### src/bus_pkg.sv
package bus_pkg;

    // read-only lite bus between fetch and the instruction sram
    localparam int addr_w = 32;
    localparam int data_w = 32;
    localparam int resp_w = 2;

    // axi-style response codes, only two ever produced
    localparam logic [resp_w-1:0] resp_okay   = 2'b00;
    localparam logic [resp_w-1:0] resp_slverr = 2'b10; // bad or misaligned address

endpackage

### src/rv_isa_pkg.sv
package rv_isa_pkg;

    localparam int xlen = 32; // also the instruction width

    // major opcodes seen by predecode
    localparam logic [6:0] op_branch = 7'b1100011;
    localparam logic [6:0] op_jal    = 7'b1101111;
    localparam logic [6:0] op_system = 7'b1110011;

    // branch funct3 codes, 010 and 011 are reserved
    localparam logic [2:0] f3_beq   = 3'b000;
    localparam logic [2:0] f3_bne   = 3'b001;
    localparam logic [2:0] f3_blt   = 3'b100;
    localparam logic [2:0] f3_bge   = 3'b101;
    localparam logic [2:0] f3_bltu  = 3'b110;
    localparam logic [2:0] f3_bgeu  = 3'b111;
    localparam logic [2:0] f3_priv  = 3'b000; // ecall/ebreak group

    // imm=1, rs1=0, rd=0
    localparam logic [xlen-1:0] ebreak_inst = {12'h001, 5'd0, f3_priv, 5'd0, op_system};

    // one fetched word, two field layouts over the same 32 bits
    typedef union packed {
        struct packed {
            logic       imm20;
            logic [9:0] imm10_1;
            logic       imm11;
            logic [7:0] imm19_12;
            logic [4:0] rd;
            logic [6:0] opcode;
        } j_view;
        struct packed {
            logic       imm12;
            logic [5:0] imm10_5;
            logic [4:0] rs2;
            logic [4:0] rs1;
            logic [2:0] funct3;
            logic [3:0] imm4_1; // rd slot
            logic       imm11;  // rd slot lsb
            logic [6:0] opcode;
        } b_view;
    } inst_word_u;

    // sign-extended jal offset, bit 0 always zero
    function automatic logic [xlen-1:0] j_imm(inst_word_u w);
        return {{11{w.j_view.imm20}}, w.j_view.imm20, w.j_view.imm19_12,
                w.j_view.imm11, w.j_view.imm10_1, 1'b0};
    endfunction

    // sign-extended branch offset
    function automatic logic [xlen-1:0] b_imm(inst_word_u w);
        return {{19{w.b_view.imm12}}, w.b_view.imm12, w.b_view.imm11,
                w.b_view.imm10_5, w.b_view.imm4_1, 1'b0};
    endfunction

    function automatic logic branch_f3_ok(logic [2:0] f3);
        case (f3)
            f3_beq, f3_bne, f3_blt, f3_bge, f3_bltu, f3_bgeu: return 1'b1;
            default: return 1'b0; // reserved codes never predicted
        endcase
    endfunction

endpackage
### src/fetch_top.sv
module fetch_top #(
    parameter logic [31:0] reset_pc     = 32'h8000_0000,
    parameter logic [31:0] mem_base     = 32'h8000_0000,
    parameter int          mem_words    = 64,
    parameter int          sram_latency = 3
) (
    input  logic                        clk,
    input  logic                        rst,
    input  logic                        start,
    // sram preload
    input  logic                        load_en,
    input  logic [bus_pkg::addr_w-1:0]  load_addr,
    input  logic [bus_pkg::data_w-1:0]  load_data,
    // fetched instruction strobe
    output logic                        inst_valid,
    output logic [rv_isa_pkg::xlen-1:0] inst_pc,
    output logic [rv_isa_pkg::xlen-1:0] inst,
    output logic                        halted,
    output logic                        fault
);

    // read bus
    logic [bus_pkg::addr_w-1:0]  araddr;
    logic                        arvalid;
    logic                        arready;
    logic                        rvalid;
    logic                        rready;
    logic [bus_pkg::data_w-1:0]  rdata;
    logic [bus_pkg::resp_w-1:0]  rresp;

    // controller to pc unit
    logic [rv_isa_pkg::xlen-1:0] pc;
    logic [rv_isa_pkg::xlen-1:0] inst_word;
    logic                        advance;
    logic                        is_ebreak;

    fetch_ctrl fetch_ctrl_i (
        .clk        (clk),
        .rst        (rst),
        .start      (start),
        .araddr     (araddr),
        .arvalid    (arvalid),
        .arready    (arready),
        .rvalid     (rvalid),
        .rready     (rready),
        .rdata      (rdata),
        .rresp      (rresp),
        .pc         (pc),
        .is_ebreak  (is_ebreak),
        .inst_word  (inst_word),
        .advance    (advance),
        .inst_valid (inst_valid),
        .inst_pc    (inst_pc),
        .inst       (inst),
        .halted     (halted),
        .fault      (fault)
    );

    inst_sram #(
        .mem_base     (mem_base),
        .mem_words    (mem_words),
        .sram_latency (sram_latency)
    ) inst_sram_i (
        .clk       (clk),
        .rst       (rst),
        .araddr    (araddr),
        .arvalid   (arvalid),
        .arready   (arready),
        .rvalid    (rvalid),
        .rready    (rready),
        .rdata     (rdata),
        .rresp     (rresp),
        .load_en   (load_en),
        .load_addr (load_addr),
        .load_data (load_data)
    );

    next_pc_unit #(
        .reset_pc (reset_pc)
    ) next_pc_unit_i (
        .clk       (clk),
        .rst       (rst),
        .advance   (advance),
        .inst_word (inst_word),
        .pc        (pc),
        .next_pc   (),
        .is_ebreak (is_ebreak)
    );

endmodule

### src/next_pc_unit.sv
module next_pc_unit #(
    parameter logic [rv_isa_pkg::xlen-1:0] reset_pc = 32'h8000_0000
) (
    input  logic                        clk,
    input  logic                        rst,
    input  logic                        advance,   // one-cycle pulse from fetch_ctrl
    input  logic [rv_isa_pkg::xlen-1:0] inst_word,
    output logic [rv_isa_pkg::xlen-1:0] pc,
    output logic [rv_isa_pkg::xlen-1:0] next_pc,
    output logic                        is_ebreak
);

    rv_isa_pkg::inst_word_u      w;
    logic [rv_isa_pkg::xlen-1:0] imm_j;
    logic [rv_isa_pkg::xlen-1:0] imm_b;
    logic                        is_jal;
    logic                        is_branch;
    logic                        take_branch;

    assign w = inst_word;

    assign imm_j = rv_isa_pkg::j_imm(w);
    assign imm_b = rv_isa_pkg::b_imm(w);

    // opcode sits in the same bits in both views
    assign is_jal    = (w.j_view.opcode == rv_isa_pkg::op_jal);
    assign is_branch = (w.b_view.opcode == rv_isa_pkg::op_branch)
                       && rv_isa_pkg::branch_f3_ok(w.b_view.funct3);

    // static prediction: backward taken, forward not taken
    assign take_branch = is_branch && imm_b[rv_isa_pkg::xlen-1];

    always_comb begin
        if (is_jal) begin
            next_pc = pc + imm_j;
        end else if (take_branch) begin
            next_pc = pc + imm_b;
        end else begin
            next_pc = pc + 32'd4; // fall through
        end
    end

    // exact encoding only, other system ops fall through
    assign is_ebreak = (inst_word == rv_isa_pkg::ebreak_inst);

    always_ff @(posedge clk) begin
        if (rst) begin
            pc <= reset_pc;
        end else if (advance) begin
            pc <= next_pc;
        end
    end

endmodule

### src/inst_sram.sv
module inst_sram #(
    parameter logic [bus_pkg::addr_w-1:0] mem_base     = 32'h8000_0000,
    parameter int                         mem_words    = 64, // at least 2
    parameter int                         sram_latency = 3   // at least 1
) (
    input  logic                          clk,
    input  logic                          rst,
    // read address channel
    input  logic [bus_pkg::addr_w-1:0]    araddr,
    input  logic                          arvalid,
    output logic                          arready,
    // read data channel
    output logic                          rvalid,
    input  logic                          rready,
    output logic [bus_pkg::data_w-1:0]    rdata,
    output logic [bus_pkg::resp_w-1:0]    rresp,
    // preload strobe
    input  logic                          load_en,
    input  logic [bus_pkg::addr_w-1:0]    load_addr,
    input  logic [bus_pkg::data_w-1:0]    load_data
);

    localparam int idx_w = $clog2(mem_words);
    localparam int cnt_w = $clog2(sram_latency + 1);
    localparam logic [bus_pkg::addr_w-1:0] span = bus_pkg::addr_w'(mem_words * 4);

    logic [bus_pkg::data_w-1:0] mem [mem_words];

    logic [bus_pkg::addr_w-1:0] raddr;    // captured on address transfer
    logic [bus_pkg::addr_w-1:0] rd_off;
    logic [bus_pkg::addr_w-1:0] ld_off;
    logic [idx_w-1:0]           rd_idx;
    logic [idx_w-1:0]           ld_idx;
    logic                       rd_hit;
    logic                       ld_hit;
    logic [cnt_w-1:0]           cnt;      // cycles left before rvalid
    logic                       ar_fire;
    logic                       r_fire;

    assign ar_fire = arvalid && arready;
    assign r_fire  = rvalid && rready;

    // below-base addresses wrap to a huge offset and miss too
    assign rd_off = raddr - mem_base;
    assign rd_hit = (rd_off < span) && (raddr[1:0] == 2'b00);
    assign rd_idx = rd_off[idx_w+1:2];

    assign ld_off = load_addr - mem_base;
    assign ld_hit = (ld_off < span) && (load_addr[1:0] == 2'b00);
    assign ld_idx = ld_off[idx_w+1:2];

    // handshake control
    always_ff @(posedge clk) begin
        if (rst) begin
            arready <= 1'b1;
            rvalid  <= 1'b0;
            cnt     <= '0;
        end else begin
            if (ar_fire) begin
                arready <= 1'b0; // one read in flight
                cnt     <= cnt_w'(sram_latency);
            end else if (cnt != '0) begin
                cnt <= cnt - 1'b1;
            end
            if (cnt == cnt_w'(1)) begin
                rvalid <= 1'b1; // lands sram_latency edges after acceptance
            end else if (r_fire) begin
                rvalid  <= 1'b0;
                arready <= 1'b1; // reopen the address channel
            end
        end
    end

    // address and read payload
    always_ff @(posedge clk) begin
        if (ar_fire) raddr <= araddr;
        if (cnt == cnt_w'(1)) begin
            rdata <= rd_hit ? mem[rd_idx] : '0;
            rresp <= rd_hit ? bus_pkg::resp_okay : bus_pkg::resp_slverr;
        end
    end

    // preload, same base offset as reads
    always_ff @(posedge clk) begin
        if (load_en && ld_hit) mem[ld_idx] <= load_data;
    end

endmodule

### src/fetch_ctrl.sv
module fetch_ctrl (
    input  logic                          clk,
    input  logic                          rst,
    input  logic                          start,      // one-cycle kick after loading
    // read address channel
    output logic [bus_pkg::addr_w-1:0]    araddr,
    output logic                          arvalid,
    input  logic                          arready,
    // read data channel
    input  logic                          rvalid,
    output logic                          rready,
    input  logic [bus_pkg::data_w-1:0]    rdata,
    input  logic [bus_pkg::resp_w-1:0]    rresp,
    // next-pc unit
    input  logic [rv_isa_pkg::xlen-1:0]   pc,
    input  logic                          is_ebreak,
    output logic [rv_isa_pkg::xlen-1:0]   inst_word,  // held word, decoded by next_pc_unit
    output logic                          advance,
    // downstream strobe, no back-pressure
    output logic                          inst_valid,
    output logic [rv_isa_pkg::xlen-1:0]   inst_pc,
    output logic [rv_isa_pkg::xlen-1:0]   inst,
    output logic                          halted,
    output logic                          fault
);

    localparam logic [2:0] st_idle    = 3'd0;
    localparam logic [2:0] st_request = 3'd1; // arvalid up
    localparam logic [2:0] st_wait    = 3'd2; // rready up
    localparam logic [2:0] st_issue   = 3'd3; // strobe out
    localparam logic [2:0] st_halted  = 3'd4;
    localparam logic [2:0] st_faulted = 3'd5;

    logic [2:0] state;
    logic [2:0] state_nxt;
    logic       ar_fire;
    logic       r_fire;

    assign ar_fire = arvalid && arready;
    assign r_fire  = rvalid && rready;

    always_comb begin
        state_nxt = state;
        case (state)
            st_idle: begin
                if (start) state_nxt = st_request;
            end
            st_request: begin
                if (ar_fire) state_nxt = st_wait; // address held until taken
            end
            st_wait: begin
                if (r_fire) begin
                    if (rresp == bus_pkg::resp_okay) state_nxt = st_issue;
                    else state_nxt = st_faulted;
                end
            end
            st_issue: begin
                // ebreak still goes out, then fetch stops
                state_nxt = is_ebreak ? st_halted : st_request;
            end
            st_halted, st_faulted: state_nxt = state; // sticky until reset
            default: state_nxt = st_idle;
        endcase
    end

    always_ff @(posedge clk) begin
        if (rst) state <= st_idle;
        else state <= state_nxt;
    end

    // capture word and its pc on the data transfer
    always_ff @(posedge clk) begin
        if (r_fire) begin
            inst_word <= rdata;
            inst_pc   <= pc; // pc only moves on advance
        end
    end

    assign araddr  = pc;
    assign arvalid = (state == st_request);
    assign rready  = (state == st_wait);

    assign inst_valid = (state == st_issue);
    assign inst       = inst_word;
    assign advance    = (state == st_issue) && !is_ebreak; // pc stays on ebreak

    assign halted = (state == st_halted);
    assign fault  = (state == st_faulted);

endmodule

### config.mk
export PLATFORM = sky130hd
export DESIGN_NAME = fetch_top
export DESIGN_NICKNAME = d
export VERILOG_FILES = /design/src/bus_pkg.sv /design/src/rv_isa_pkg.sv /design/src/fetch_top.sv /design/src/next_pc_unit.sv /design/src/inst_sram.sv /design/src/fetch_ctrl.sv
export SDC_FILE = /design/constraint.sdc
export NUM_CORES = 2
export LEC_CHECK = 0
export BUFFER_PORTS_ARGS = -buffer_cell sky130_fd_sc_hd__buf_2
export CAP_MARGIN = 20
export CORE_MARGIN = 2
export CORE_UTILIZATION = 55
export CTS_BUF_LIST = sky130_fd_sc_hd__clkbuf_8
export CTS_CLUSTER_DIAMETER = 120
export DETAILED_ROUTE_END_ITERATION = 7
export PLACE_DENSITY = 0.71
export SETUP_SLACK_MARGIN = 0.5
export SLEW_MARGIN = 25
export SYNTH_ARGS = -nofsm -noshare
export SYNTH_HDL_FRONTEND = slang
export SYNTH_SLANG_ARGS = --single-unit
### constraint.sdc
create_clock -name clk -period 10.2 [get_ports clk]
set_input_delay 1.02 -clock clk [delete_from_list [all_inputs] [get_ports clk]]
set_output_delay 1.02 -clock clk [all_outputs]
set_load 0.03 [all_outputs]
Yosys cells after proc, flatten, opt, wreduce, memory -nomap -nowiden
Memories as Yosys holds them, arrays and structs flattened. A register that Yosys moved wholly into a read port is not among the register bits.
Index checks and enable logic that the tools add are counted.
{"block": "classes", "muxes": 19, "shift": 0, "div_mod_pow": 0, "add_sub_neg": 6, "bitwise": 1, "n_reduce_logical": 21, "n_lt_le_gt_ge": 2, "n_eq_ne": 17, "mul": 0}
{"op": "$add A32 B32 Y32", "n": 2}
{"op": "$lt A32 B9 Y1 const B", "n": 2}
{"op": "$mux W32", "n": 2}
{"op": "$sub A32 B32 Y32 const B", "n": 2}
{"op": "$add A32 B3 Y32 const B", "n": 1}
{"op": "$eq A32 B21 Y1 const B", "n": 1}
{"op": "$eq A3 B3 Y1 const B", "n": 6}
{"op": "$mux W3", "n": 5}
{"op": "$pmux W3 S5", "n": 1}
{"op": "$eq A7 B7 Y1 const B", "n": 2}
{"op": "$logic_and A1 B1 Y1", "n": 8}
{"op": "$mux W1", "n": 8}
{"op": "$eq A3 B1 Y1 const B", "n": 2}
{"op": "$eq A3 B2 Y1 const B", "n": 2}
{"op": "$logic_not A2 Y1", "n": 3}
{"op": "$logic_not A3 Y1", "n": 2}
{"op": "$mux W2", "n": 3}
{"op": "$ne A2 B2 Y1 const B", "n": 3}
{"op": "$reduce_bool A2 Y1", "n": 3}
{"op": "$reduce_or A6 Y1", "n": 1}
{"op": "$reduce_and A4 Y1", "n": 1}
{"op": "$eq A2 B1 Y1 const B", "n": 1}
{"op": "$logic_not A1 Y1", "n": 2}
{"op": "$reduce_or A2 Y1", "n": 1}
{"op": "other kinds (2)", "n": 2}
{"block": "totals", "in_bits": 68, "rom_bits": 0, "ff_bits": 137, "mem_count": 1, "word_cells": 76, "out_inout_bits": 67, "mem_bits_rw": 2048, "latchBits": 0}
{"name": "inst_sram_i.mem", "words": 64, "width": 32, "rd": 1, "rd_ports_with_merged_regs": 1, "write_ports": 1, "line_no": "inst_sram.sv:27", "text": "logic [bus_pkg::data_w-1:0] mem [mem_words];"}

Depth between registers and ports, before layout
{"block": "depth", "word_depth": 7, "mapped_depth": 11, "mapped_depth_nobuf": 11}

By module
Synthesis repeated with hierarchy kept, for this count alone.
{"block": "hier_totals", "hier_cells": 4398, "area_unflattened_um2": 89024.1}
{"module": "inst_sram", "cells_each": 3459, "area_per_inst_um2": 80951.4, "seq_area_each_um2": 63530.9, "instances": 1}
{"module": "next_pc_unit", "cells_each": 780, "area_per_inst_um2": 5426.5, "seq_area_each_um2": 620.6, "instances": 1}
{"module": "fetch_ctrl", "cells_each": 159, "area_per_inst_um2": 2646.3, "seq_area_each_um2": 1981.9, "instances": 1}

Worst setup path after synthesis
No wires, ideal clock.
{"block": "synth_timing", "path_kind": "input port to flip-flop", "start": "input port load_addr[30] (netlist bit)", "end": "memory inst_sram_i.mem[31][0] (netlist bit), enable pin", "required_time_ps": 9779, "stages": 5, "setup_time_ps": 421, "arrival_ps": 3428, "path_slack_ps": 6351, "path_buffers": 0, "cell_sequence": "nor4b_1 > nand4_1 > nor3_1 > nand3_1 > nor2_1"}
{"block": "synth_via", "elab_chain_len": 6}
{"element": "start, declared", "line_no": "fetch_top.sv:12", "text": "input logic [bus_pkg::addr_w-1:0] load_addr,"}
{"element": "$sub A32 B32 Y32", "line_no": "inst_sram.sv:48", "text": "assign ld_off = load_addr - mem_base;"}
{"element": "$lt A32 B9 Y1", "line_no": "inst_sram.sv:49", "text": "assign ld_hit = (ld_off < span) && (load_addr[1:0] == 2'b00);"}
{"element": "$logic_and A1 B1 Y1", "line_no": "inst_sram.sv:49"}
{"element": "$logic_and A1 B1 Y1", "line_no": "inst_sram.sv:85", "text": "if (load_en && ld_hit) mem[ld_idx] <= load_data;"}
{"element": "$mux W1", "line_no": "inst_sram.sv:85"}
{"element": "$mux W1 (implied by the code)", "line_no": "inst_sram.sv:85"}
{"element": "end, declared", "line_no": "inst_sram.sv:27"}
No other way between the ends.

Final worst setup path
{"block": "layout_timing", "start": "register inst_sram_i.raddr[2] (netlist bit)", "end": "register inst_sram_i.rdata[10] (netlist bit) (read register of inst_sram_i.mem) (data pin)"}
{"block": "layout_via", "elab_chain_len": 4}
{"element": "start, declared", "line_no": "inst_sram.sv:29", "text": "logic [bus_pkg::addr_w-1:0] raddr;"}
{"element": "start signal, assigned", "line_no": "inst_sram.sv:76", "text": "if (ar_fire) raddr <= araddr;"}
{"element": "$sub A32 B32 Y32 *", "line_no": "inst_sram.sv:44", "text": "assign rd_off = raddr - mem_base;"}
{"element": "$lt A32 B9 Y1", "line_no": "inst_sram.sv:45", "text": "assign rd_hit = (rd_off < span) && (raddr[1:0] == 2'b00);"}
{"element": "$logic_and A1 B1 Y1", "line_no": "inst_sram.sv:45"}
{"element": "$logic_not A1 Y1 (no line)"}
{"element": "end, declared", "line_no": "inst_sram.sv:15", "text": "output logic [bus_pkg::data_w-1:0] rdata,"}
Every way passes the cells marked *; elsewhere a longest branch is shown, timed or not.
A chain may end at the register's enable or synchronous reset.

==> results <==
- For this run, the register share of the synthesized area comes to 0.758.
- The number of endpoints with negative hold slack in the final report is 0.
- The remaining number of nets flagged by the antenna check after routing is 0.
- The number of pins exceeding their max-slew limit in the final report came to 0.
- Synthesis produced a netlist with a net count of 4,066.
- The source of the worst hold timing path is inst_sram_i.rdata[16].
- The final number of setup-violating endpoints is 0.
- The routed via count divided by cell count is 6.46.
- Leaving out fill and tap cells, the most frequent cell in the layout is edfxtp_1.
- The post-synthesis async set-or-reset flop share is 0.
- The cell type group with the largest total delay on the critical path is multiplexers.
- By area the synthesized netlist is led by edfxtp_1 75%, mux4_2 17%, dfxtp_1 0.87%, ha_1 0.66%, clkbuf_1 0.58%.
- After synthesis, the netlist uses 72 different library cells.
- In this run, synthesis produced a sequential element count of between 2k and 2.5k.
- The number of buffers and inverters on the critical path is 2.
- After detailed routing, the number of remaining DRC violations is 0.
- Input and output buffers added on the ports amount to 133.
- The aggregate global routing overflow is 0.
- The cell area after synthesis is 0.0872 sq mm.
- After routing, the total negative slack on setup checks comes to 0 ps.
- The initial utilization of the core area, before any placement, comes to 0.552.
- Once layout is complete, the utilization of the core stands at 0.620.
- The number of antenna violations at the first check in global routing is 14.
- The top-level I/O count is about 140.
- The number of hold buffers added after CTS was 0.
- Across the VDD grid, the largest voltage drop is roughly 0.22 mV.
- The category of the worst setup path capture point is a register.
- Clock-pin slew was measured on the worst setup and hold paths at roughly 60 ps.
- The post-detailed-routing wire length is 214,000 um.
- Synthesis handed over a netlist of between 3k and 4k instances.
- The critical path is of the register to register type.
- Among all stages on the critical path, the largest delay is contributed by buf_4.
- The number of enable flip-flop cells after synthesis is 2,175.
- The data required time at the worst endpoint is 10,890 ps.
- The via count of the first global-routing pass was roughly 43k.
- The clock sink count is 2,213.
- The number of gates resized after CTS was 0.
- Wire segments on met2 add up to 106,000 um in the final route.
- The cell type contributing the most total cell area after synthesis is edfxtp_1.
- The worst setup path is launched from a register.
- The die extent in x is 402 um.
- In the finished design, the share of the clock period the worst path needs comes to 0.422.
- The tool flagged a number of max-cap violations equal to 0.
- For the pin with the worst max-slew slack, the measured transition is between 1000 and 1500 ps.
- The largest driver fanout on the critical path is 75.
- At the later pin of the worst-skew pair, clock insertion delay measures around 1000 ps.
- The H-tree depth is 5.
- The detailed-route via count is around 43k.
- The reported leakage power is 31.0 nW.
- The area share of the largest cell type after synthesis is 0.749.
- TritonCTS built the clock tree.
- Entering global routing, the biggest net connects between 100 and 150 pins.
- The classification of the worst-slack hold path is register to register.
- The total number of yosys warnings is 0.
- The final critical-path setup slack is slightly below 6000 ps.
- The core area is 0.158 sq mm.
- The run finished with clean final reports.
- The critical path arrival is ~5000 ps.
- The average routed wire per standard cell is approximately 32 um.
- The relative area change from synthesis to final layout is 12.3%.
- The relative max-transition margin is 0.264.
- The root buffer selected by CTS is clkbuf_8.
- The buffer count from post-CTS setup fixing is 0.
- The first routing iteration left 5,240 violations.
- The pre-antenna-repair detailed-routing pass consisted of 6 iterations.
- The overall die height is around 400 um.
- Setup repair after global routing left no endpoint under its margin.
- In this run the top signal layer used is met5.
- In this run, CTS created clock tree buffers numbering ~360.
- The library cell appearing most often on the critical path is mux4_2.
- The die covers about 0.16 sq mm.
- On the worst path, the slowest cell contributes a delay of about 780 ps.
- The total length of routed met3 wires is roughly 19,000 um.
- The number of nets in the finished design is approximately 4.5k.
- The mean area per synthesized cell is between 20 and 25 sq um.
- The launching element of the worst setup path is inst_sram_i.raddr[2].
- Of the cells placed in the final design, the portion with a size suffix greater than 1 is 0.308.
- Routability-driven placement finished with a final weighted congestion of 0.898.
- On the final layout, the worst clock skew is 66.4 ps.
- The worst slack at placement is between 5000 and 6000 ps.
- The overall fraction of global-route tracks in use is 0.268.
- The critical path goes through buf_12 -> buf_4 -> mux4_2 -> mux4_2 -> mux2i_1 -> a211oi_1.
- In this run the critical register-to-register path is launched from inst_sram_i.raddr[2].
- In the synthesized netlist the dominant register cell turns out to be edfxtp_1.
- The highest attainable clock frequency is 0.232 GHz.
- Detailed placement ended at an HPWL of 123,000 um.
- No sink is reached through more buffers than the 4 on the longest clock path.
- Leaving out fill and tap cells, the most frequent cells in the layout are 2,175 x edfxtp_1, 657 x mux4_2, 361 x clkbuf_8, 133 x buf_2, 127 x inv_1.
- For this block, wires on met1 add up to 82,600 um.
- The post-layout minimum cycle time is 4300 ps.
- The power per cell area is 217 mW/mm^2.
- The number of core rows is 146.
- The first global-routing pass estimated 308,000 um of wire.
where the power goes:
part	switching [W]	internal, W
clock	0.00332	0.00347
sequential	0.0000979	0.0101
combinational	0.00230	0.00188
Yosys cell counts, types with 19 or more instances:
cell	number
nor2b_1	46
nor3_1	24
a21oi_1	78
clkbuf_1	134
nand2_1	97
buf_2	54
inv_1	21
xor2_1	30
mux2i_1	21
a211oi_1	46
mux4_2	657
edfxtp_1	2175
o21ai_0	45
nor2_1	133
nor4_1	19
dfxtp_1	38
nand3_1	35
ha_1	46
layout make-up:
| type | instances | area (sq um) |
|---|---|---|
| sequential | 2213 | 66100 |
| timing repair buffer | 267 | 2250 |
| clock inverter | 245 | 1220 |
| clock buffer | 361 | 4970 |
| multi-input combinational | 1509 | 20700 |
| inverter | 21 | 78.8 |
| antenna | 4 | 10.0 |
| fill | 10700 | 60000 |
| tap | 2072 | 2590 |
flip-flops by register name (all words and copies together) (netlist names):
register,cells
fetch_ctrl_i.inst_pc,31
fetch_ctrl_i.inst,32
next_pc_unit_i.pc,31
inst_sram_i.rresp,1
inst_sram_i.arready,1
inst_sram_i.mem,2048
inst_sram_i.raddr,31
fetch_ctrl_i.state,3
inst_sram_i.rvalid,1
inst_sram_i.cnt,2
inst_sram_i.rdata,32
worst paths after layout:
kind,endpoint,slack [ps],cells after the start
min,fetch_ctrl_i.inst[16],420,0
min reg2reg,fetch_ctrl_i.inst[16],420,0
max,inst_sram_i.rdata[10],5900,6
max reg2reg,inst_sram_i.rdata[10],5900,6
metal layers:
layer / track usage / vias up
met5: 0 / -
met4: 0.0921 / 4
met3: 0.0480 / 400
met2: 0.432 / 2250
met1: 0.374 / 22900
li1: - / 17700
worst reg2reg max path, delay by kind of cell, from the launching register on:
family,cells,cell delay [ps]
DFF,1,470
buffers and inverters,2,1470
muxes,3,1890
AOI/OAI and AO/OA,1,180
per-stage QoR:
| stage | power [W] | hold WS, ps | instance area (sq um) | cells |
|---|---|---|---|---|
| final | 0.0212 | 421 | 97800 | 6692 |
| after global routing | 0.0219 | 422 | 97800 | 6689 |
| after global placement | 0.0146 | 402 | 91000 | 6052 |
| after floorplan | 0.0132 | 400 | 87200 | 3950 |
| after detailed placement | 0.0146 | 405 | 91600 | 6079 |
| after CTS | 0.0214 | 419 | 97800 | 6685 |
logic make-up after synthesis:
family / synth area share
buffers and inverters: 0.0109
and+or+nand+nor: 0.0247
DFF: 0.758
other: 0.0000430
xor gates and xnor gates: 0.00472
adders and majority gates: 0.00706
muxes: 0.172
AOI/OAI and AO/OA: 0.0222
No activity file was read; power rests on OpenSTA's default activity.
